--- src/hdl/core_consts.svh ---
`ifndef CORE_CONSTS_SVH
`define CORE_CONSTS_SVH

// datapath width
`define DATA_W    32

// register counts, architectural and physical
`define NUM_AREG  32
`define NUM_PREG  64

// queue depths
`define ROB_DEPTH 16
// intake buffer depth, equal to the sender's starting credit
`define IB_DEPTH  4
// issue queue depth, equal to the rename stage's starting credit
`define IQ_DEPTH  4

`endif

--- src/hdl/isa_pkg.sv ---
package isa_pkg;

  // opcode field, any code above OP_HALT is illegal
  typedef enum logic [2:0] {
    OP_ADD  = 3'd0,
    OP_SUB  = 3'd1,
    OP_ADDI = 3'd2,
    OP_XOR  = 3'd3,
    OP_HALT = 3'd4
  } opcode_e;

  typedef enum logic [1:0] {
    NO_ERROR          = 2'd0,
    HALTED_ON_HALT    = 2'd1,
    HALTED_ON_ILLEGAL = 2'd2
  } error_e;

  // raw 34-bit instruction as it arrives at the core
  typedef struct packed {
    logic [2:0]         op;
    logic [4:0]         rd;
    logic [4:0]         rs1;
    logic [4:0]         rs2;
    logic signed [15:0] imm;
  } inst_t;

endpackage

--- src/hdl/inst_buffer.sv ---
`timescale 1ns/1ps
`include "core_consts.svh"

module inst_buffer (
  input  logic           clock,
  input  logic           rst,
  input  logic           in_valid,
  input  isa_pkg::inst_t in_inst,
  input  logic           take,
  output logic           out_valid,
  output isa_pkg::inst_t out_inst,
  output logic           credit
);

  localparam int PTR_W = $clog2(`IB_DEPTH);

  isa_pkg::inst_t   mem [`IB_DEPTH];
  logic [PTR_W-1:0] head;
  logic [PTR_W-1:0] tail;
  logic [PTR_W:0]   count;

  // oldest entry is always presented
  assign out_valid = count != '0;
  assign out_inst  = mem[head];

  always_ff @(posedge clock) begin
    if (rst) begin
      head   <= '0;
      tail   <= '0;
      count  <= '0;
      credit <= 1'b0;
    end else begin
      if (in_valid) begin
        tail <= tail + 1'b1;
      end
      if (take) begin
        head <= head + 1'b1;
      end
      count  <= count + in_valid - take;
      // one credit back per entry taken, a cycle later
      credit <= take;
    end
  end

  // sender holds credits, so a push never finds the buffer full
  always_ff @(posedge clock) begin
    if (in_valid) begin
      mem[tail] <= in_inst;
    end
  end

endmodule

--- config.mk ---
export PLATFORM = sky130hd
export DESIGN_NAME = inst_buffer
export DESIGN_NICKNAME = d
export VERILOG_FILES = /design/src/hdl/isa_pkg.sv /design/src/hdl/inst_buffer.sv
export VERILOG_INCLUDE_DIRS = /design/src /design/src/hdl
export SDC_FILE = /design/constraint.sdc
export NUM_CORES = 1
export LEC_CHECK = 0
export BUFFER_PORTS_ARGS = -buffer_cell sky130_fd_sc_hd__buf_2
export CAP_MARGIN = 30
export CORE_ASPECT_RATIO = 1.2
export CORE_MARGIN = 8
export CORE_UTILIZATION = 35
export CTS_CLUSTER_SIZE = 12
export DETAILED_ROUTE_END_ITERATION = 10
export SKIP_LAST_GASP = 1
export SYNTH_ARGS = -nofsm -noshare
export SYNTH_HDL_FRONTEND = slang
export SYNTH_SLANG_ARGS = --single-unit
--- constraint.sdc ---
create_clock -name clock -period 2.5 [get_ports clock]
set_input_delay 0.5 -clock clock [delete_from_list [all_inputs] [get_ports clock]]
set_output_delay 0.5 -clock clock [all_outputs]
set_load 0.03 [all_outputs]
==> flow_metrics.tcl, run 1 <==
set metrics [dict create \
    rsz0062_at_grt "false" \
    grt_max_degree 31 \
    cts.sinks 146 \
    r2r-end "mem[0][27]" \
    maxCapViolations 0 \
    power_density_mw_per_mm2 893.9 \
    drtAntennaViolNets 0 \
    hold_violations 0 \
    hold_path_depth 1 \
    period_share_pct 92.27 \
    first_global_vias 2785 \
    relSlewSlack_pct 61.43 \
    coreArea_mm2 0.01539 \
    tns_ps 0 \
    fin_crit_ps 2307 \
    final_common_cell "edfxtp_1" \
    grt-ovfl-total 0 \
    crit_fanout 12 \
    routedWlPerCell_um 18.25 \
    r2r_setup_slack_ps 850 \
    drive_gt1_share_pct 43.90 \
    port_buffers 73 \
    seq_area_frac_synth_pct 79.06 \
    p_clk_share_pct 40.4 \
    firstDrtPassIters 4 \
    clockBufferDepth 2 \
    min_from "in_inst[22]" \
    syn-num-nets 267 \
    path_class "flip-flop to primary output" \
    path_clk_slew_ps 60 \
    die_h_um 152.3 \
    drt_drc_violations_left 0 \
    clk_latency_ps 410 \
    required_ps 2000 \
    antenna_found_initial 0 \
    cts_tree "yes" \
    grt_first_pass_wirelength_mm 15.39 \
    cts_buffers 17 \
    track_usage_pct 10.74 \
    power_frac_seq_pct 47.9 \
    cts-root-buf "clkbuf_16" \
    first_iter_violations 130 \
    ys_warn_count 0 \
    yosysUniqueCellTypes 21 \
    async_flop_share_pct 0 \
    dpl_worst_slack_ps 486.3 \
    vias 2475 \
    vias_per_cell 4.618 \
    num_rows 50 \
    final_nets 362 \
    pwr-share-comb_pct 11.7 \
    finalSetupViolCount 0 \
    reg2regPathDepth 4 \
    p_sw_mw 1.318 \
    cp-start-kind "flip-flop" \
    start_util_pct 35.21 \
    drt_wl_total_mm 9.782 \
    ys_seq_elements 146 \
    hold_end "mem[2][22]" \
    cts.htree.levels 4 \
    r2r-start "tail[0]" \
    yosysTopAreaCell "edfxtp_1" \
    antenna_cells 0 \
    io_pins 74 \
    syn_area_mm2 0.005419 \
    syn_inst 222 \
    fin_skew_ps 4.895 \
    status "complete, no violations" \
    synth_flop_cell "edfxtp_1" \
    tightest_slew_ps 578.5 \
    yosys-top-cells-area "edfxtp_1 (75%), mux4_2 (12%), dfxtp_1 (3.7%), mux4_1 (1.9%), ha_1 (1.4%)" \
    fin_ws_ps 193.2 \
    synth_edf_count 136 \
    power.internal_mw 4.632 \
    finalMaxSlewViolations 0 \
    fp.dieW_um 129.6 \
    p_leak_nw 2.303 \
    whs_ps 302.6 \
    ir_drop_v 0.0004762 \
    fillCellCount 1371 \
    min-delay-path-class "input pin to flip-flop" \
    p_sw_share_pct 22.16 \
    mostFrequentLayoutCells "edfxtp_1 (136), buf_2 (73), mux4_2 (30)" \
    die_area_mm2 0.01974 \
    yosysTopAreaCellShare_pct 75.36 \
    place_congestion 0.6457 \
    cp.arrival_ps 1810 \
    synthToLayoutAreaGrowth_pct 22.84 \
    max_clock_freq_mhz 433.5 \
    worst_setup_path_end_kind "primary output" \
    detailedPlacementHpwl_mm 6.410 \
    postSynthAreaPerCell_um2 24.41 \
]
-- registers in the layout, summed over array words and instances (netlist names), named ones only --
name and count:
head 2, mem 136, credit 1, tail 2, count 3
-- layout make-up --
class	instances	area, um^2	area share, %
clock inverters	9	115.1	1.729
multi-input cells	61	1023	15.38
well taps	208	260.3	3.910
clock buffers	21	440.4	6.617
repair buffers	85	505.5	7.594
inverters	6	22.52	0.3383
flip-flops and latches	146	4289	64.44
-- layer usage --
layer / part of all wire (%) / global-route usage (%) / vias up
met5: 0 / 0 / -
met4: 1.1 / 3.991 / 0
met3: 5.6 / 4.902 / 9
met2: 53 / 18.01 / 56
met1: 40 / 11.54 / 1299
li1: - / - / 1111
-- critical path, stage by stage, from the launching register on --
cell     delay [ps]
dfxtp_4         450
buf_12          190
mux4_1          560
buf_2           200
-- synthesized netlist by cell type, types with 2 or more instances --
library cell	number
mux4_1	4
buf_2	3
edfxtp_1	136
buf_12	3
clkbuf_1	2
mux4_2	30
ha_1	6
xnor2_1	2
inv_1	6
nor2_1	5
dfxtp_1	10
nor2b_1	3
and2_1	4
-- worst max-delay path by stage --
| stage | start | endpoint | slack [ps] | depth (start not counted) |
|---|---|---|---|---|
| finish | flip-flop | out_inst[1] | 190 | 3 |
| global route | flip-flop | out_inst[1] | 80 | 3 |
| CTS | flip-flop | out_inst[1] | 40 | 3 |
| detailed placement | flip-flop | out_inst[1] | 490 | 3 |
| global placement | flip-flop | out_inst[1] | 500 | 3 |
| floorplan | tail[0] | mem[2][0] | 730 | 3 |
-- power groups by stage --
stage | clock (mW) | sequential (mW) | combinational, mW
floorplan | 0 | 2.89 | 0.501
global placement | 0 | 2.89 | 0.713
detailed placement | 0 | 2.90 | 0.720
CTS | 2.47 | 2.85 | 0.724
global route | 2.56 | 2.86 | 0.757
finish | 2.40 | 2.85 | 0.699
-- through the flow --
step | instances | util (%) | area (um^2) | total power [mW]
2_1_floorplan | 222 | - | 5419 | 3.386
3_3_place_gp | 506 | 39.63 | 6098 | 3.608
3_5_place_dp | 506 | 39.63 | 6098 | 3.622
4_1_cts | 536 | 43.24 | 6654 | 6.044
5_1_grt | 536 | 43.25 | 6656 | 6.178
6_report | 536 | 43.25 | 6656 | 5.950
-- cell families (layout without fill, tap and decap cells) --
group | Yosys count | count (layout) | synth area share, %
XOR/XNOR | 3 | 3 | 0.7620
AND/OR/NAND/NOR | 14 | 14 | 1.409
adder cells (fa/ha/maj) | 7 | 7 | 1.755
AO/OA/AOI/OAI | 2 | 2 | 0.2770
buffers and inverters | 15 | 121 | 2.147
flip-flops | 146 | 146 | 79.06
multiplexers | 35 | 35 | 14.59
-- repair_timing --
action	in CTS	in global routing
endpoints found under the setup margin	0	7
hold buffers	0	0
buffers inserted	0	0
gates resized for setup	0	1
Note: power is estimated with default switching activity, not from simulation.
==> run 2: changes to the inputs <==
--- a/config.mk
+++ b/config.mk
@@ -9,7 +9,7 @@
 export BUFFER_PORTS_ARGS = -buffer_cell sky130_fd_sc_hd__buf_2
 export CAP_MARGIN = 30
 export CORE_ASPECT_RATIO = 1.2
-export CORE_MARGIN = 8
+export CORE_MARGIN = 5
 export CORE_UTILIZATION = 35
 export CTS_CLUSTER_SIZE = 12
 export DETAILED_ROUTE_END_ITERATION = 10
==> run 2 against run 1 <==
  * Fmax down 1.3%
  * Routed wire length decreased by 2.0%
  * Clock power about the same
  * Register-to-register slack worse by 30 ps
  * Via count shrank 1.2%
  * Count of clock-buffer cells in the layout down 2
  * Global-route usage up 0.74 points
  * Critical path depth unchanged
==> flow_metrics.tcl, run 2 (same netlist as run 1, synthesis figures left out) <==
set metrics [dict create \
    status "complete, no violations" \
    hold_path_depth 1 \
    tns_ps 0 \
    min-delay-path-class "input pin to flip-flop" \
    clk_latency_ps 420 \
    grt_first_pass_wirelength_mm 14.81 \
    cp_slowest_cell "mux4_2" \
    maxCapViolations 0 \
    path_class "flip-flop to primary output" \
    routedWlPerCell_um 18.05 \
    drtAntennaViolNets 0 \
    port_buffers 73 \
    reg2regPathDepth 4 \
    first_iter_violations 138 \
    regMostFlops "mem" \
    fillCellCount 1311 \
    power_density_mw_per_mm2 893.3 \
    regArea_mm2 0.004289 \
    detailedPlacementHpwl_mm 6.201 \
    coreArea_mm2 0.01508 \
    fin_skew_ps 3.490 \
    fin_crit_ps 2337 \
    p_leak_nw 2.295 \
    io_pins 74 \
    synthToLayoutAreaGrowth_pct 22.84 \
    cts.sinks 146 \
    finalSetupViolCount 0 \
    cp.arrival_ps 1840 \
    vias 2445 \
    die_h_um 146.3 \
    slowest_delay_ps 520 \
    clockBufferDepth 2 \
    antenna_found_initial 0 \
    cts_buffers 17 \
    drt_drc_violations_left 0 \
    mostFrequentLayoutCells "edfxtp_1 (136), buf_2 (73), mux4_2 (30)" \
    whs_ps 294.4 \
    finalPower_mw 5.946 \
    worst_setup_path_end_kind "primary output" \
    vias_per_cell 4.605 \
    hold_violations 0 \
    cp-start-kind "flip-flop" \
    largest_reg_flops 136 \
    drt_wl_total_mm 9.587 \
    cts.htree.levels 4 \
    antenna_cells 0 \
    relSlewSlack_pct 63.13 \
    path_clk_slew_ps 60 \
    place_congestion 0.6655 \
    first_global_vias 2684 \
    ir_drop_v 0.0004722 \
    grt-ovfl-total 0 \
    final_common_cell "edfxtp_1" \
    max_clock_freq_mhz 427.8 \
    tightest_slew_ps 553.0 \
    reg_top3 "mem (136), count (3)" \
    crit_fanout 19 \
    multi_input_area_mm2 0.001023 \
    firstDrtPassIters 4 \
    post_cts_buffers 0 \
    required_ps 2000 \
    finalMaxSlewViolations 0 \
    fp.dieW_um 123.6 \
    track_usage_pct 11.48 \
    drive_gt1_share_pct 45.26 \
    period_share_pct 93.49 \
    rsz0062_at_grt "false" \
    start_util_pct 35.93 \
    die_area_mm2 0.01808 \
    crit_path_cell_trace "buf_12 > mux4_2 > buf_2" \
    num_rows 49 \
    final_nets 359 \
    grt_max_degree 25 \
    cts-root-buf "clkbuf_16" \
    cts_tree "yes" \
]
run 2: cell types whose count changed in the layout (fill, tap and decap cells not counted), sizes merged:
cell | previous run | this run
buf | 85 | 82
clkbuf | 21 | 19
clkinv | 6 | 8
clkinvlp | 0 | 2
bufinv | 3 | 2
inv | 6 | 7
run 2: report_power, final:
group	total (mW)	internal (mW)	switching, mW
Combinational	0.685	0.283	0.402
Sequential	2.85	2.81	0.0470
Clock	2.41	1.47	0.943
run 2: critical path, delay by kind of cell (launching register included):
kind	cells	cell delay [ps]
multiplexers	1	520
flip-flops	1	450
buffers and inverters	2	420
run 2: stage by stage:
| step | setup WS, ps | cells | util, % | area (um^2) |
|---|---|---|---|---|
| 5_1_grt | 35.49 | 531 | 44.13 | 6656 |
| 3_3_place_gp | 471.7 | 499 | 40.34 | 6083 |
| 3_5_place_dp | 455.6 | 499 | 40.34 | 6083 |
| 4_1_cts | 91.51 | 531 | 44.13 | 6656 |
| 2_1_floorplan | 729.3 | 222 | - | 5419 |
| 6_report | 162.6 | 531 | 44.13 | 6656 |
run 2: area by class of cell:
class                   instances  share of cell area, %
well taps                     204                  3.835
clock inverters                13                  2.068
repair buffers                 82                  7.444
multi-input cells              61                  15.38
clock buffers                  19                  6.504
inverters                       6                 0.3383
flip-flops and latches        146                  64.44
run 2: metal layers:
layer | track usage, % | wire length [um]
met5 | 0 | 0
met4 | 4.986 | 177
met3 | 4.952 | 500
met2 | 18.86 | 5076
met1 | 12.85 | 3832
run 2: what timing repair did:
item	in CTS	in global routing
gates resized for setup	1	0
endpoints found under the setup margin	3	0
hold buffers	0	0
run 2: final timing paths:
kind,slack [ps],from,to
hold reg to reg,550,head[0],flip-flop
setup / recovery,160,flip-flop,out_inst[25]
setup reg to reg,820,tail[0],mem[2][16]
hold / removal,290,in_inst[30],mem[0][30]
==> run 3: changes to the inputs <==
--- a/config.mk
+++ b/config.mk
@@ -6,13 +6,13 @@
 export SDC_FILE = /design/constraint.sdc
 export NUM_CORES = 1
 export LEC_CHECK = 0
-export BUFFER_PORTS_ARGS = -buffer_cell sky130_fd_sc_hd__buf_2
 export CAP_MARGIN = 30
 export CORE_ASPECT_RATIO = 1.2
 export CORE_MARGIN = 5
 export CORE_UTILIZATION = 35
 export CTS_CLUSTER_SIZE = 12
 export DETAILED_ROUTE_END_ITERATION = 10
+export DONT_BUFFER_PORTS = 1
 export SKIP_LAST_GASP = 1
 export SYNTH_ARGS = -nofsm -noshare
 export SYNTH_HDL_FRONTEND = slang
==> run 3 against run 2 <==
  * Sequential power barely moved
  * Global-route usage fell by 0.26 points
  * Final cell count down 14%
  * Clock skew grew 3.1 ps
  * Fmax grew 0.16%
  * Register-to-register slack lost 20 ps
  * Cell area decreased by 5.8%
  * Combinational power down 17%
  * Core utilization down 2.5 points
  * Via count decreased by 11%
  * Sequential share of layout area is 3.9 points higher
  * Die area unchanged
  * Critical endpoint is now out_inst[33]
==> flow_metrics.tcl, run 3 (same netlist as run 1, synthesis figures left out) <==
set metrics [dict create \
    start_util_pct 35.93 \
    cp_slowest_cell "mux4_1" \
    final_nets 286 \
    finalPower_mw 5.817 \
    synthToLayoutAreaGrowth_pct 15.77 \
    path_class "flip-flop to primary output" \
    fin_ws_ps 166.3 \
    ir_drop_v 0.0006346 \
    drt_wl_total_mm 9.372 \
    cp-start-kind "flip-flop" \
    hold_violations 0 \
    die_h_um 146.3 \
    fin_crit_ps 2334 \
    io_pins 74 \
    fin_skew_ps 6.557 \
    antenna_found_initial 0 \
    track_usage_pct 11.21 \
    cts-root-buf "clkbuf_16" \
    grt-ovfl-total 0 \
    path_delay_family "multiplexers" \
    tightest_slew_ps 565.8 \
    firstDrtPassIters 4 \
    vias 2172 \
    fp.dieW_um 123.6 \
    first_global_vias 2400 \
    antenna_cells 0 \
    reg_top3 "mem (136), count (3)" \
    grt_first_pass_wirelength_mm 14.26 \
    rsz0062_at_grt "false" \
    tns_ps 0 \
    status "complete, no violations" \
    largest_reg_flops 136 \
    drtAntennaViolNets 0 \
    port_buffers 0 \
    power_density_mw_per_mm2 927.2 \
    crit_path_cell_trace "buf_4 > mux4_1" \
    grt_max_degree 23 \
    detailedPlacementHpwl_mm 5.868 \
    regArea_mm2 0.004287 \
    regMostFlops "mem" \
    routedWlPerCell_um 20.46 \
    post_cts_buffers 0 \
    period_share_pct 93.35 \
    cts_tree "yes" \
    multi_input_area_mm2 0.001023 \
    finalSetupViolCount 0 \
    die_area_mm2 0.01808 \
    worst_setup_path_end_kind "primary output" \
    maxCapViolations 0 \
    whs_ps 150.8 \
    first_iter_violations 112 \
    drive_gt1_share_pct 30.31 \
    num_rows 49 \
    ctsHoldBuffers 0 \
    clockBufferDepth 2 \
    worst-path-buf-inv 1 \
    required_ps 2000 \
    max_clock_freq_mhz 428.5 \
    place_congestion 0.6039 \
    relSlewSlack_pct 62.28 \
    final_common_cell "edfxtp_1" \
    coreArea_mm2 0.01508 \
    path_clk_slew_ps 60 \
    fillCellCount 1352 \
    cts-resized-gates 0 \
    p_leak_nw 2.004 \
    dpl_worst_slack_ps 563.9 \
    clk_latency_ps 410 \
    cts_buffers 17 \
    slowest_delay_ps 800 \
    cts.sinks 146 \
    mostFrequentLayoutCells "edfxtp_1 (136), mux4_2 (30), clkbuf_16 (17)" \
    crit_fanout 12 \
    vias_per_cell 4.742 \
    min-delay-path-class "input pin to flip-flop" \
    drt_drc_violations_left 0 \
    finalMaxSlewViolations 0 \
    cp.arrival_ps 1830 \
    cts.htree.levels 4 \
]
run 3: cell count changes in the layout (fill, tap and decap cells not counted):
cell        change
buf_2          -73
clkinv_2        +3
clkinv_4        -2
buf_12          -1
buf_4           +1
clkbuf_1        -1
clkinv_1        -1
clkinvlp_4      +1
dfxtp_2         +1
dfxtp_4         -1
run 3: layout make-up:
cell class / count / area share [%]
clock inverters: 14 / 2.214
inverters: 6 / 0.3590
well taps: 204 / 4.069
clock buffers: 18 / 6.841
multi-input cells: 61 / 16.31
flip-flops and latches: 146 / 68.33
repair buffers: 9 / 1.875
run 3: final timing paths:
path	start	end	slack, ps	depth (start not counted)
setup / recovery	flip-flop	out_inst[33]	170	2
hold / removal	rst	count[2]	150	1
setup reg to reg	tail[0]	mem[3][25]	800	3
hold reg to reg	head[1]	flip-flop	530	2
run 3: routing by layer:
metal / GRT usage, % / wire, um / part of all wire (%) / vias to the layer above
met5: 0 / 0 / 0 / -
met4: 4.820 / 152 / 1.6 / 0
met3: 5.571 / 759 / 8.1 / 12
met2: 18.89 / 4982 / 53 / 58
met1: 11.66 / 3478 / 37 / 1140
li1: - / - / - / 962
run 3: stage by stage:
stage               area [um^2]  std cells  util [%]
floorplan                  5419        222         -
global placement           5705        426     37.83
detailed placement         5705        426     37.83
CTS                        6274        458     41.60
global route               6274        458     41.60
finish                     6274        458     41.60
run 3: power breakdown:
group          total (mW)  internal (mW)  switching (mW)
sequential           2.85           2.81          0.0428
clock                2.40           1.46           0.937
combinational       0.569          0.205           0.364
total                5.82           4.47            1.34
