--- src/hdl/core_consts.svh ---
`ifndef CORE_CONSTS_SVH
`define CORE_CONSTS_SVH

// datapath width
`define DATA_W    32

// register counts, architectural and physical
`define NUM_AREG  32
`define NUM_PREG  64

// queue depths
`define ROB_DEPTH 16
// intake buffer depth, equal to the sender's starting credit
`define IB_DEPTH  4
// issue queue depth, equal to the rename stage's starting credit
`define IQ_DEPTH  4

`endif

--- src/hdl/core_pkg.sv ---
`include "core_consts.svh"

package core_pkg;

  typedef logic [$clog2(`NUM_PREG)-1:0]  preg_t;
  typedef logic [$clog2(`ROB_DEPTH)-1:0] rob_idx_t;
  typedef logic [`DATA_W-1:0]            data_t;

  // one reorder buffer slot
  typedef struct packed {
    logic                         complete;
    logic                         halt;
    logic                         illegal;
    // set only for ALU ops with nonzero rd
    logic                         write;
    logic [$clog2(`NUM_AREG)-1:0] rd;
    preg_t                        new_prd;
    // previous mapping of rd, freed at retirement
    preg_t                        old_prd;
    data_t                        value;
  } rob_entry_t;

endpackage

--- src/hdl/isa_pkg.sv ---
package isa_pkg;

  // opcode field, any code above OP_HALT is illegal
  typedef enum logic [2:0] {
    OP_ADD  = 3'd0,
    OP_SUB  = 3'd1,
    OP_ADDI = 3'd2,
    OP_XOR  = 3'd3,
    OP_HALT = 3'd4
  } opcode_e;

  typedef enum logic [1:0] {
    NO_ERROR          = 2'd0,
    HALTED_ON_HALT    = 2'd1,
    HALTED_ON_ILLEGAL = 2'd2
  } error_e;

  // raw 34-bit instruction as it arrives at the core
  typedef struct packed {
    logic [2:0]         op;
    logic [4:0]         rd;
    logic [4:0]         rs1;
    logic [4:0]         rs2;
    logic signed [15:0] imm;
  } inst_t;

endpackage

--- src/hdl/core_ifs.sv ---
`timescale 1ns/1ps
`include "core_consts.svh"


// ROB allocation from the rename stage
interface dispatch_if;
  logic                         alloc;
  logic                         halt;
  logic                         illegal;
  logic                         write;
  logic [$clog2(`NUM_AREG)-1:0] rd;
  core_pkg::preg_t              prd;
  core_pkg::preg_t              old_prd;
  core_pkg::rob_idx_t           tail_idx;
  logic                         full;

  modport producer (
    output alloc, halt, illegal, write, rd, prd, old_prd,
    input  tail_idx, full
  );
  modport consumer (
    input  alloc, halt, illegal, write, rd, prd, old_prd,
    output tail_idx, full
  );
endinterface

// result broadcast, one cycle, no back-pressure
interface cdb_if;
  logic               valid;
  core_pkg::rob_idx_t rob_idx;
  core_pkg::preg_t    prd;
  core_pkg::data_t    value;

  modport producer (output valid, rob_idx, prd, value);
  modport consumer (input valid, rob_idx, value);
endinterface

--- src/hdl/reorder_buffer.sv ---
`timescale 1ns/1ps
`include "core_consts.svh"

module reorder_buffer (
  input  logic                         clock,
  input  logic                         rst,
  dispatch_if.consumer                 disp,
  cdb_if.consumer                      cdb,
  output logic                         free_en,
  output core_pkg::preg_t              free_tag,
  output logic                         commit_en,
  output logic                         commit_wr_en,
  output logic [$clog2(`NUM_AREG)-1:0] commit_wr_idx,
  output core_pkg::data_t              commit_wr_data,
  output logic                         stop_cycle,
  output isa_pkg::error_e              error_status
);

  core_pkg::rob_entry_t          rob [`ROB_DEPTH];
  core_pkg::rob_entry_t          hd;
  core_pkg::rob_idx_t            head;
  core_pkg::rob_idx_t            tail;
  logic [$clog2(`ROB_DEPTH):0]   count;
  logic                          head_done;
  logic                          retire;
  logic                          stop;

  assign hd        = rob[head];
  assign head_done = !stop_cycle && count != '0 && hd.complete;
  assign retire    = head_done && !hd.halt && !hd.illegal;
  assign stop      = head_done && (hd.halt || hd.illegal);

  assign disp.tail_idx = tail;
  // the allocation already in flight counts as taken
  assign disp.full     = count + disp.alloc >= `ROB_DEPTH;

  always_ff @(posedge clock) begin
    if (disp.alloc) begin
      // halt and illegal entries never issue, so they start complete
      rob[tail] <= '{complete: disp.halt || disp.illegal, halt: disp.halt,
                     illegal: disp.illegal, write: disp.write, rd: disp.rd,
                     new_prd: disp.prd, old_prd: disp.old_prd, value: '0};
    end
    if (cdb.valid) begin
      rob[cdb.rob_idx].complete <= 1'b1;
      rob[cdb.rob_idx].value    <= cdb.value;
    end
  end

  always_ff @(posedge clock) begin
    if (rst) begin
      head  <= '0;
      tail  <= '0;
      count <= '0;
    end else begin
      if (disp.alloc) begin
        tail <= tail + 1'b1;
      end
      if (retire) begin
        head <= head + 1'b1;
      end
      count <= count + disp.alloc - retire;
    end
  end

  // commit and stop status, one cycle after the head retires or halts
  always_ff @(posedge clock) begin
    if (rst) begin
      commit_en    <= 1'b0;
      commit_wr_en <= 1'b0;
      free_en      <= 1'b0;
      stop_cycle   <= 1'b0;
      error_status <= isa_pkg::NO_ERROR;
    end else begin
      commit_en    <= retire;
      commit_wr_en <= retire && hd.write;
      free_en      <= retire && hd.write;
      if (stop) begin
        stop_cycle   <= 1'b1;
        error_status <= hd.halt ? isa_pkg::HALTED_ON_HALT : isa_pkg::HALTED_ON_ILLEGAL;
      end
    end
  end

  always_ff @(posedge clock) begin
    if (retire) begin
      commit_wr_idx  <= hd.rd;
      commit_wr_data <= hd.value;
      free_tag       <= hd.old_prd;
    end
  end

endmodule

--- src/flat_wrapper.sv ---
// flat-port wrapper written by rule: the top's interface ports become plain ports
module reorder_buffer_flat 
  (clock, rst, free_en, free_tag, commit_en, commit_wr_en, commit_wr_idx, commit_wr_data, stop_cycle, error_status, disp_alloc, disp_halt, disp_illegal, disp_write, disp_rd, disp_prd, disp_old_prd, disp_tail_idx, disp_full, cdb_valid, cdb_rob_idx, cdb_value);
  dispatch_if disp_i ();
  cdb_if cdb_i ();
  input  logic clock;
  input  logic rst;
  output logic free_en;
  output core_pkg::preg_t free_tag;
  output logic commit_en;
  output logic commit_wr_en;
  output logic [$clog2(`NUM_AREG)-1:0] commit_wr_idx;
  output core_pkg::data_t commit_wr_data;
  output logic stop_cycle;
  output isa_pkg::error_e error_status;
  input wire logic [$bits(disp_i.alloc)-1:0] disp_alloc;
  input wire logic [$bits(disp_i.halt)-1:0] disp_halt;
  input wire logic [$bits(disp_i.illegal)-1:0] disp_illegal;
  input wire logic [$bits(disp_i.write)-1:0] disp_write;
  input wire logic [$bits(disp_i.rd)-1:0] disp_rd;
  input wire logic [$bits(disp_i.prd)-1:0] disp_prd;
  input wire logic [$bits(disp_i.old_prd)-1:0] disp_old_prd;
  output wire logic [$bits(disp_i.tail_idx)-1:0] disp_tail_idx;
  output wire logic [$bits(disp_i.full)-1:0] disp_full;
  input wire logic [$bits(cdb_i.valid)-1:0] cdb_valid;
  input wire logic [$bits(cdb_i.rob_idx)-1:0] cdb_rob_idx;
  input wire logic [$bits(cdb_i.value)-1:0] cdb_value;
  assign disp_i.alloc = disp_alloc;
  assign disp_i.halt = disp_halt;
  assign disp_i.illegal = disp_illegal;
  assign disp_i.write = disp_write;
  assign disp_i.rd = disp_rd;
  assign disp_i.prd = disp_prd;
  assign disp_i.old_prd = disp_old_prd;
  assign disp_tail_idx = disp_i.tail_idx;
  assign disp_full = disp_i.full;
  assign cdb_i.valid = cdb_valid;
  assign cdb_i.rob_idx = cdb_rob_idx;
  assign cdb_i.value = cdb_value;
  reorder_buffer u_core (.clock(clock), .rst(rst), .disp(disp_i), .cdb(cdb_i), .free_en(free_en), .free_tag(free_tag), .commit_en(commit_en), .commit_wr_en(commit_wr_en), .commit_wr_idx(commit_wr_idx), .commit_wr_data(commit_wr_data), .stop_cycle(stop_cycle), .error_status(error_status));
endmodule
--- config.mk ---
export PLATFORM = sky130hd
export DESIGN_NAME = reorder_buffer_flat
export DESIGN_NICKNAME = d
export VERILOG_FILES = /design/src/hdl/core_pkg.sv /design/src/hdl/isa_pkg.sv /design/src/hdl/core_ifs.sv /design/src/hdl/reorder_buffer.sv /design/src/flat_wrapper.sv
export VERILOG_INCLUDE_DIRS = /design/src /design/src/hdl
export SDC_FILE = /design/constraint.sdc
export NUM_CORES = 1
export LEC_CHECK = 0
export BUFFER_PORTS_ARGS = -buffer_cell sky130_fd_sc_hd__buf_2
export CORE_MARGIN = 2
export CORE_UTILIZATION = 35
export CTS_CLUSTER_SIZE = 8
export DETAILED_ROUTE_END_ITERATION = 6
export PLACE_DENSITY = 0.46
export SETUP_SLACK_MARGIN = 0.15
export SYNTH_ARGS = -nofsm -noshare
export SYNTH_HDL_FRONTEND = slang
export SYNTH_SLANG_ARGS = --single-unit
--- constraint.sdc ---
create_clock -name clock -period 5.5 [get_ports clock]
set_clock_uncertainty 0.15 [all_clocks]
set_input_delay 0.55 -clock clock [delete_from_list [all_inputs] [get_ports clock]]
set_output_delay 0.55 -clock clock [all_outputs]
set_load 0.005 [all_outputs]
==> out/qor.yml, run 1 <==
drt:
  ant_nets: 0
  num_vias: 18100
  drt_iter0_drc: 1651
  wl_per_cell_um: 28.4
  vias_per_cell: 5.34
  wl_um: 96300
  dr.pass1.iters: 5
  remaining_drc_errors: 0
critical_path:
  worstPathRequired_ps: 5930
  worst_setup_path_end_kind: "register"
  worstReg2RegEnd: "u_core.count[4]$_SDFF_PP0_"
  critPathKind: "register to register"
  crit_fanout: 36
  critPathLaunchType: "register"
  r2r_slack_ps: 1620
  ff2ff_path_depth: 14
  crit_arrival_ps: 4310
  endpoint: "u_core.count[4]$_SDFF_PP0_"
yosys:
  synth_cell_type_count: 48
  netlist_area_sq_um: 34500
  async_flop_share_pct: 0
  avgSynthCellArea_sq_um: 17.8
  ys_warn_count: 0
  synth_area_leaders: "edfxtp_1 (68%), mux4_2 (15%), and2_1 (5.8%)"
  synth_nets: 2016
  ys_top_cells_by_count: "edfxtp_1 (779), and2_1 (321), mux4_2 (230)"
  synth-edff-count: 779
  ys_seq_elements: 817
  ys_seq_area_share_pct: 70.0
  synth.top_cell.area_share_pct: 67.8
  synth_top_area_cell: "edfxtp_1"
  synth.most_common_cell: "edfxtp_1"
  synth_top_flop_cell: "edfxtp_1"
  synthCells: 1942
floorplanning:
  core_area_sq_um: 98000
  io_pins: 114
  initial_core_util_pct: 35.2
  row_count: 115
  dieArea_sq_um: 101000
  die-width_um: 318
  die_y_um: 318
clock_network:
  cts_tree: "built"
  worstSkewPairLatency_ps: 710
  cts_inserted_buffers: 112
  clock_path_buffers: 3
  clk_pin_slew_ps: 50
  post_cts.repair.setup_buffers: 0
  cts.sinks: 817
  ctsHoldBuffers: 0
  cts_root_buf: "clkbuf_16"
  cts_max_level: 3
  cts_resized: 0
power_and_ir_drop:
  power_frac_comb_pct: 9.2
  powerDensity_nw_per_um2: 374
  seq_power_share_pct: 48.1
  clkPwrFrac_pct: 42.6
  switching_share_pct: 23.6
  switchingPower_mw: 3.50
  vdd_ir_drop_max_mv: 0.290
  p_leak_nw: 13.0
  internal_power_mw: 11.4
timing:
  fin_crit_sh_pct: 70.5
  fin_ws_ps: 1620
  setup_tns_ps: 0
  slew_viol_final: 0
  hold_viol: 0
  rsz0062_at_grt: "false"
  worstMarginPinSlew_ps: 1230
  hold_ws_ps: 75.0
  fin_crit_ps: 3880
  setup_violations: 0
  max_freq_mhz: 258
  slew-limit-headroom_pct: 18.0
global_routing:
  grt_pass1_wl_um: 139000
  track_usage_pct: 19.2
  antenna_found_initial: 18
  grt_max_degree: 97
  grt_pass1_vias: 19100
  overflow: 0
finish:
  areaGrowthSynthToFinish_pct: 15.3
  drive_gt1_share_pct: 26.1
  fin_area_sq_um: 39800
  nNetsFinal: 2118
place:
  port_buffers: 107
  place_congestion: 0.729
  dpl_cell_area_sq_um: 36600
  dp_slack_ps: 1540
  dp_hpwl_um: 52200
min_path:
  min-delay-start: "disp_old_prd[0]"
  holdPathStages: 1
  hold_path.class: "input port to register"
run:
  maxCapViolCount: 0
run_status:
  outcome: "complete, no violations"
cells in the final DEF, fill, tap and decap left out, types with 8 or more instances in the layout:
cell,count
edfxtp_1,779
and2_1,321
mux4_2,230
and3_1,193
clkbuf_16,112
buf_2,107
clkbuf_1,47
buf_4,43
nor2_1,34
dfxtp_1,34
nand2_1,32
inv_1,25
ha_1,13
o21ai_4,12
a211o_1,12
nor2_4,9
a21oi_1,8
cell families after synthesis:
logic type / after synthesis / synth area share [%]
fa+ha+maj: 14 / 0.529
xor+xnor: 6 / 0.152
mux: 234 / 15.1
buf+inv: 190 / 2.20
simple gates: 630 / 10.9
compound gates: 51 / 1.04
flops: 817 / 70.0
through the flow:
stage | power [mW] | utilization (%) | std cells
CTS | 15.1 | 40.6 | 3384
floorplan | 8.17 | - | 1942
finish | 14.9 | 40.6 | 3391
global placement | 8.68 | 37.4 | 3217
detailed placement | 8.69 | 37.4 | 3217
global route | 15.4 | 40.6 | 3384
sequential cells by signal, indices dropped and copies added, names as in the netlist, 2 cells and up, named ones only:
name / cells
u_core.error_status: 2
u_core.disp.tail_idx: 4
u_core.commit_wr_data: 32
u_core.head: 4
u_core.free_tag: 6
u_core.rob: 752
u_core.commit_wr_idx: 5
u_core.count: 5
final cells by class:
type | instances | area, sq um
tap | 1287 | 1610
antenna | 7 | 17.5
inverter | 26 | 97.6
timing repair buffer | 152 | 898
clock buffer | 159 | 2980
multi-input combinational | 935 | 9840
fill | 8784 | 58200
sequential | 817 | 24200
clock inverter | 8 | 175
power groups by stage:
stage / Clock, mW / Sequential, mW / Combinational, mW
after floorplan: 0 / 7.22 / 0.953
after global placement: 0 / 7.27 / 1.40
after detailed placement: 0 / 7.28 / 1.41
after CTS: 6.49 / 7.16 / 1.41
after global routing: 6.75 / 7.18 / 1.50
final: 6.34 / 7.16 / 1.37
worst max-delay path, stage by stage, from the launching register on:
cell      delay (ps)
dfxtp_4          850
mux4_2           600
o22ai_1          300
nor4b_4          120
o211ai_4         370
or2_1            190
nand2_1           60
ha_1             190
inv_1             80
fa_1             210
inv_1             50
a21oi_1          120
nor2_1            60
or3_1            300
a21oi_1          130
how the worst min path moves through the flow:
stage and endpoint:
2_1_floorplan u_core.rob[13][52]$_DFF_P_, 3_3_place_gp u_core.rob[7][52]$_DFF_P_, 3_5_place_dp u_core.rob[8][52]$_DFF_P_, 4_1_cts u_core.rob[15][32]$_DFFE_PP_, 5_1_grt u_core.rob[9][32]$_DFFE_PP_, 6_report u_core.rob[9][32]$_DFFE_PP_
layer usage:
metal  vias up  track usage, %  share of wire [%]
met5         -               0              0.072
met4        12            5.58                2.3
met3       150            4.14                6.2
met2       526            31.2                 48
met1      9662            26.0                 43
li1       7744               -                  -
Power figures use the tool's default switching activity.
==> run 2: changes to the inputs <==
--- a/config.mk
+++ b/config.mk
@@ -11,7 +11,7 @@
 export CORE_UTILIZATION = 35
 export CTS_CLUSTER_SIZE = 8
 export DETAILED_ROUTE_END_ITERATION = 6
-export PLACE_DENSITY = 0.46
+export PLACE_DENSITY = 0.48
 export SETUP_SLACK_MARGIN = 0.15
 export SYNTH_ARGS = -nofsm -noshare
 export SYNTH_HDL_FRONTEND = slang
==> constraint.sdc (replaced) <==
create_clock -name clock -period 3.4 [get_ports clock]
set_clock_uncertainty 0.15 [all_clocks]
set_input_delay 0.34 -clock clock [delete_from_list [all_inputs] [get_ports clock]]
set_output_delay 0.34 -clock clock [all_outputs]
set_load 0.005 [all_outputs]
==> out/qor.yml, run 2 (synthesis results as in run 1) <==
run_status:
  outcome: "complete, no violations"
finish:
  final_common_cell: "edfxtp_1"
  drive_gt1_share_pct: 27.6  # +1.5 points
  top_regs: "u_core.rob x752, u_core.commit_wr_data x32, u_core.free_tag x6"
  seq_area_sq_um: 24200  # about the same
  areaGrowthSynthToFinish_pct: 18.6
  multi_input_comb_area_sq_um: 9900  # +0.65%
  largest_reg_flops: 752  # unchanged
  final_core_util_pct: 41.8  # +1.2 points
  n_fill_cell: 8639  # -1.7%
  nNetsFinal: 2211  # +4.4%
  final_cell_mix: "edfxtp_1 (779), and2_1 (321), mux4_2 (230), and3_1 (193), clkbuf_16 (113)"
  regMostFlops: "u_core.rob"
drt:
  drt_iter0_drc: 1658  # +0.42%
  dr.pass1.iters: 5  # unchanged
  ant_nets: 0  # unchanged
  num_vias: 18600  # +2.7%
  vias_per_cell: 5.34  # +0.12%
  wl_per_cell_um: 27.9  # -1.8%
  wl_um: 97000  # +0.75%
  remaining_drc_errors: 0  # unchanged
global_routing:
  overflow: 0  # unchanged
  grt_pass1_vias: 19600  # +2.7%
  grt_max_degree: 116  # +20%
  track_usage_pct: 19.3  # +0.11 points
  grt_pass1_wl_um: 141000  # +1.6%
  antenna_found_initial: 15  # -3
critical_path:
  critPathKind: "register to register"
  worst_setup_path_end_kind: "register"
  slowest_stage: "dfxtp_4"
  critical_path_buf_inv_count: 5  # +3
  critPathLaunchType: "register"
  crit_fanout: 7  # -81%
  worstPathRequired_ps: 3810  # -2120 ps
  max_stage_delay_ps: 390  # -460 ps
  cpLargestDelayFamily: "simple AND/OR/NAND/NOR gates"
  crit_arrival_ps: 3530  # -780 ps
  cp_cell_sequence: "buf_8, buf_12, buf_4, nand2_1, o22ai_4, nor4_4, o211ai_4, or2_4, nand2_1, ha_2, inv_1, fa_2, inv_1, a21oi_2, nor2_1, or3_1, a21oi_1"
power_and_ir_drop:
  p_leak_nw: 13.5  # +4.0%
  clkPwrFrac_pct: 42.2  # -0.4 points
  powerDensity_nw_per_um2: 594  # +59%
  total_power_mw: 24.3  # +64%
  switching_share_pct: 23.5  # -0.079 points
  internal_power_mw: 18.6  # +64%
  power_frac_comb_pct: 10.4  # +1.2 points
  seq_power_share_pct: 47.5  # -0.6 points
  switchingPower_mw: 5.71  # +63%
  vdd_ir_drop_max_mv: 0.367  # +27%
floorplanning:
  io_pins: 114  # unchanged
  initial_core_util_pct: 35.2  # unchanged
  dieArea_sq_um: 101000  # unchanged
  core_area_sq_um: 98000  # unchanged
  row_count: 115  # unchanged
  die_y_um: 318  # unchanged
  die-width_um: 318  # unchanged
timing:
  hold_viol: 0  # unchanged
  fin_crit_ps: 3110  # -765 ps
  setup_violations: 0  # unchanged
  fin_crit_sh_pct: 91.6  # +21 points
  slew_viol_final: 0  # unchanged
  max_freq_mhz: 321  # +25%
  slew-limit-headroom_pct: 24.6  # +6.6 points
  worstMarginPinSlew_ps: 1130  # -95.6 ps
  rsz0062_at_grt: "true"
  fin_ws_ps: 286  # -1330 ps
place:
  dp_slack_ps: 77.2  # -1460 ps
  place_congestion: 0.728  # -0.12%
  port_buffers: 107  # unchanged
  dp_hpwl_um: 50500  # -3.3%
clock_network:
  cts_tree: "built"
  cts_inserted_buffers: 113  # +0.89%
  worstSkewPairLatency_ps: 710  # about the same
  clk_pin_slew_ps: 50  # about the same
  clock_path_buffers: 3  # unchanged
  cts.sinks: 817  # unchanged
  cts_root_buf: "clkbuf_16"
  cts_max_level: 3  # unchanged
run:
  maxCapViolCount: 0  # unchanged
min_path:
  hold_path.class: "input port to register"
-- run 2: changes by cell type in the layout (fill, tap and decap cells not counted), sizes merged --
cell         delta
dlygate4sd3    +48
buf            +44
clkbuf          -6
clkinv          +1
clkinvlp        +1
diode           -1
inv             +1
-- run 2: path summary, 6_finish.rpt --
check	cells after the start	end	start	slack, ps
worst min-delay path	3	u_core.rob[0][52]$_DFF_P_	cdb_rob_idx[1]	190
worst min register to register	1	u_core.rob[10][52]$_DFF_P_	u_core.rob[10][52]$_DFF_P_	310
worst max register to register	17	u_core.count[4]$_SDFF_PP0_	register	290
worst max-delay path	17	u_core.count[4]$_SDFF_PP0_	register	290
-- run 2: final cells by class --
cell class                 count  share of cell area, %
sequential                   817                   59.1
multi-input combinational    935                   24.2
clock buffer                 153                   7.28
timing repair buffer         244                   4.82
tap                         1287                   3.94
clock inverter                11                  0.434
inverter                      26                  0.238
antenna                        6                 0.0367
-- run 2: repair_timing --
item                                    4_1_cts  5_1_grt
hold buffers                                 48        0
endpoints found under the hold margin       734        0
endpoints found under the setup margin        1        1
gates resized for setup                       7       11
pin swaps                                     1        7
buffers inserted                              6        6
-- run 2: routing by layer --
| layer | vias up | GRT usage, % | routed length (um) |
|---|---|---|---|
| met5 | - | 0 | 75 |
| met4 | 12 | 4.59 | 1740 |
| met3 | 133 | 3.48 | 5540 |
| met2 | 551 | 32.0 | 47700 |
| met1 | 9961 | 26.5 | 42000 |
| li1 | 7928 | - | - |
-- run 2: tightest hold or removal path, stage by stage --
cell and delay [ps]:
buf_2 190, nor3_1 310, a211o_1 150
-- run 2: power by group through the flow --
stage | clock [mW] | sequential [mW] | combinational [mW]
after floorplan | 0 | 11.7 | 1.54
after global routing | 10.9 | 11.6 | 2.73
after CTS | 10.5 | 11.5 | 2.51
after detailed placement | 0 | 11.7 | 2.38
final | 10.3 | 11.5 | 2.52
after global placement | 0 | 11.7 | 2.37
-- run 2: stage by stage --
stage / cells / area, sq um / TNS (ps) / hold WS, ps
6_report: 3479 / 40900 / 0 / 188
5_1_grt: 3474 / 40900 / 0 / 184
4_1_cts: 3467 / 40800 / 0 / 134
3_5_place_dp: 3249 / 37100 / 0 / 292
3_3_place_gp: 3249 / 37100 / 0 / 288
2_1_floorplan: 1942 / 34500 / -29710 / 270
==> run 3: changes to the inputs <==
--- a/config.mk
+++ b/config.mk
@@ -11,7 +11,7 @@
 export CORE_UTILIZATION = 35
 export CTS_CLUSTER_SIZE = 8
 export DETAILED_ROUTE_END_ITERATION = 6
-export PLACE_DENSITY = 0.48
+export PLACE_DENSITY = 0.46
 export SETUP_SLACK_MARGIN = 0.15
 export SYNTH_ARGS = -nofsm -noshare
 export SYNTH_HDL_FRONTEND = slang
==> constraint.sdc (replaced) <==
create_clock -name clock -period 2.9 [get_ports clock]
set_clock_uncertainty 0.15 [all_clocks]
set_input_delay 0.29 -clock clock [delete_from_list [all_inputs] [get_ports clock]]
set_output_delay 0.29 -clock clock [all_outputs]
set_load 0.005 [all_outputs]
==> out/qor.yml, run 3 (synthesis results as in run 1) <==
run_status:
  outcome: "complete, but fails checks"
  violations: "negative setup slack"
clock_network:
  cts_tree: "built"
  clk_pin_slew_ps: 60  # about the same
  cts.sinks: 817  # unchanged
  worstSkewPairLatency_ps: 700  # about the same
  cts_inserted_buffers: 112  # -0.88%
  cts_root_buf: "clkbuf_16"
  clock_path_buffers: 3  # unchanged
  cts_max_level: 3  # unchanged
finish:
  nNetsFinal: 2248  # +1.7%
  regMostFlops: "u_core.rob"
  final_common_cell: "edfxtp_1"
  final_core_util_pct: 42.2  # +0.42 points
  final_cell_mix: "edfxtp_1 (779), and2_1 (321), mux4_2 (230), and3_1 (193), clkbuf_16 (115)"
  largest_reg_flops: 752  # unchanged
  multi_input_comb_area_sq_um: 9920  # +0.23%
  n_fill_cell: 8598  # -0.47%
  layoutNonFillerInstCount: 3497  # +0.52%
  seq_area_sq_um: 24200  # about the same
  areaGrowthSynthToFinish_pct: 19.8
  top_regs: "u_core.rob x752, u_core.commit_wr_data x32, u_core.free_tag x6"
  drive_gt1_share_pct: 29.0  # +1.4 points
floorplanning:
  die_y_um: 318  # unchanged
  dieArea_sq_um: 101000  # unchanged
  io_pins: 114  # unchanged
  die-width_um: 318  # unchanged
  initial_core_util_pct: 35.2  # unchanged
  core_area_sq_um: 98000  # unchanged
  row_count: 115  # unchanged
critical_path:
  worst_setup_path_end_kind: "register"
  critPathKind: "register to register"
  worstPathRequired_ps: 3310  # -500 ps
  crit_fanout: 6  # -1
  crit_arrival_ps: 3520  # about the same
  ff2ff_path_depth: 15  # -2
  critPathLaunchType: "register"
drt:
  dr.pass1.iters: 5  # unchanged
  wl_per_cell_um: 28.9  # +3.8%
  wl_um: 101000  # +4.3%
  ant_nets: 0  # unchanged
  drt_iter0_drc: 1750  # +5.5%
  num_vias: 18600  # +0.29%
  remaining_drc_errors: 0  # unchanged
  vias_per_cell: 5.33  # -0.23%
global_routing:
  overflow: 0  # unchanged
  antenna_found_initial: 14  # -1
  grt_max_degree: 105  # -9.5%
  grt_pass1_wl_um: 145000  # +2.9%
  gr-usage-met1_pct: 26.3  # -0.23 points
  grt_pass1_vias: 19900  # +1.5%
  track_usage_pct: 20.1  # +0.77 points
  busiest_layer: "met2"
  grt_util_met2_pct: 34.4  # +2.4 points
  grtUsageMet3_pct: 3.38  # -0.11 points
place:
  dp.cells: 3286  # +1.1%
  dp_slack_ps: -263  # -340 ps
  port_buffers: 107  # unchanged
  place_congestion: 0.767  # +5.3%
  dp_hpwl_um: 54000  # +6.8%
timing:
  hold_ws_ps: 63.6  # -124 ps
  slew-limit-headroom_pct: 31.1  # +6.5 points
  slew_viol_final: 0  # unchanged
  setup_violations: 2  # +2
  hold_viol: 0  # unchanged
  fin_crit_sh_pct: 107  # +16 points
  fin_crit_ps: 3110  # -2.05 ps
  rsz0062_at_grt: "true"
  max_freq_mhz: 321  # about the same
  worstMarginPinSlew_ps: 1030  # -101 ps
  fin_ws_ps: -212  # -498 ps
min_path:
  holdPathStages: 5  # +2
  hold_path.class: "input port to register"
power_and_ir_drop:
  total_power_mw: 28.4  # +17%
  vdd_ir_drop_max_mv: 0.474  # +29%
  p_leak_nw: 13.7  # +1.4%
  powerDensity_nw_per_um2: 687  # +16%
run:
  maxCapViolCount: 0  # unchanged
==> run 3: cell types whose count changed in the layout (fill, tap and decap cells not counted), moves of 3 or more <==
| cell | delta |
|---|---|
| dlygate4sd3_1 | +5 |
| buf_4 | +18 |
| clkbuf_1 | -15 |
| buf_12 | +9 |
| inv_16 | -4 |
| buf_16 | +3 |
| inv_1 | -3 |
| inv_2 | +3 |
==> run 3: worst max-delay path, cell delays in order (launching register included) <==
cell and delay (ps):
dfxtp_4 410, buf_6 140, mux4_2 530, a22oi_2 140, and3_4 230, o211ai_4 80
or2_1 230, nand2_1 80, ha_2 190, inv_2 40, fa_2 340, inv_1 70
a21oi_1 50, nor2_1 120, or3_1 120, a21oi_1 50
==> run 3: worst paths after layout <==
check                       startpoint                          to  slack [ps]
max                           register  u_core.count[4]$_SDFF_PP0_        -210
min                         disp_alloc   u_core.rob[4][52]$_DFF_P_          60
min reg2reg  u_core.rob[8][52]$_DFF_P_   u_core.rob[8][52]$_DFF_P_         310
max reg2reg                   register  u_core.count[4]$_SDFF_PP0_        -210
==> run 3: layer usage <==
metal,wire length (um),vias to the layer above
met5,71,-
met4,2410,12
met3,5110,170
li1,-,7996
met2,51300,540
met1,42400,9921
==> run 3: final cells by class <==
| type | instances | share of cell area (%) |
|---|---|---|
| Tap cell | 1287 | 3.90 |
| Clock buffer | 137 | 7.01 |
| Clock inverter | 8 | 0.315 |
| Inverter | 26 | 0.236 |
| Antenna cell | 5 | 0.0303 |
| Timing Repair Buffer | 282 | 6.03 |
| Multi-Input combinational cell | 935 | 24.0 |
| Sequential cell | 817 | 58.5 |
==> run 3: power by group <==
| group | switching, mW | internal (mW) |
|---|---|---|
| registers | 0.186 | 13.3 |
| clock network | 4.83 | 6.89 |
| logic | 1.61 | 1.52 |
| total | 6.63 | 21.7 |
==> run 3: what timing repair did <==
item | in CTS | in global routing
endpoints found under the setup margin | 39 | 39
cloned | 0 | 4
gates resized for setup | 6 | 11
endpoints found under the hold margin | 758 | 0
hold buffers | 53 | 0
pin swaps | 3 | 9
buffers inserted | 2 | 2
==> run 3: through the flow <==
| stage | area [sq um] | setup TNS, ps |
|---|---|---|
| after floorplan | 34600 | -73.2 |
| after global placement | 37600 | -1360 |
| after detailed placement | 37600 | -1530 |
| after CTS | 41200 | -1840 |
| after global routing | 41300 | -1460 |
| final | 41300 | -407 |
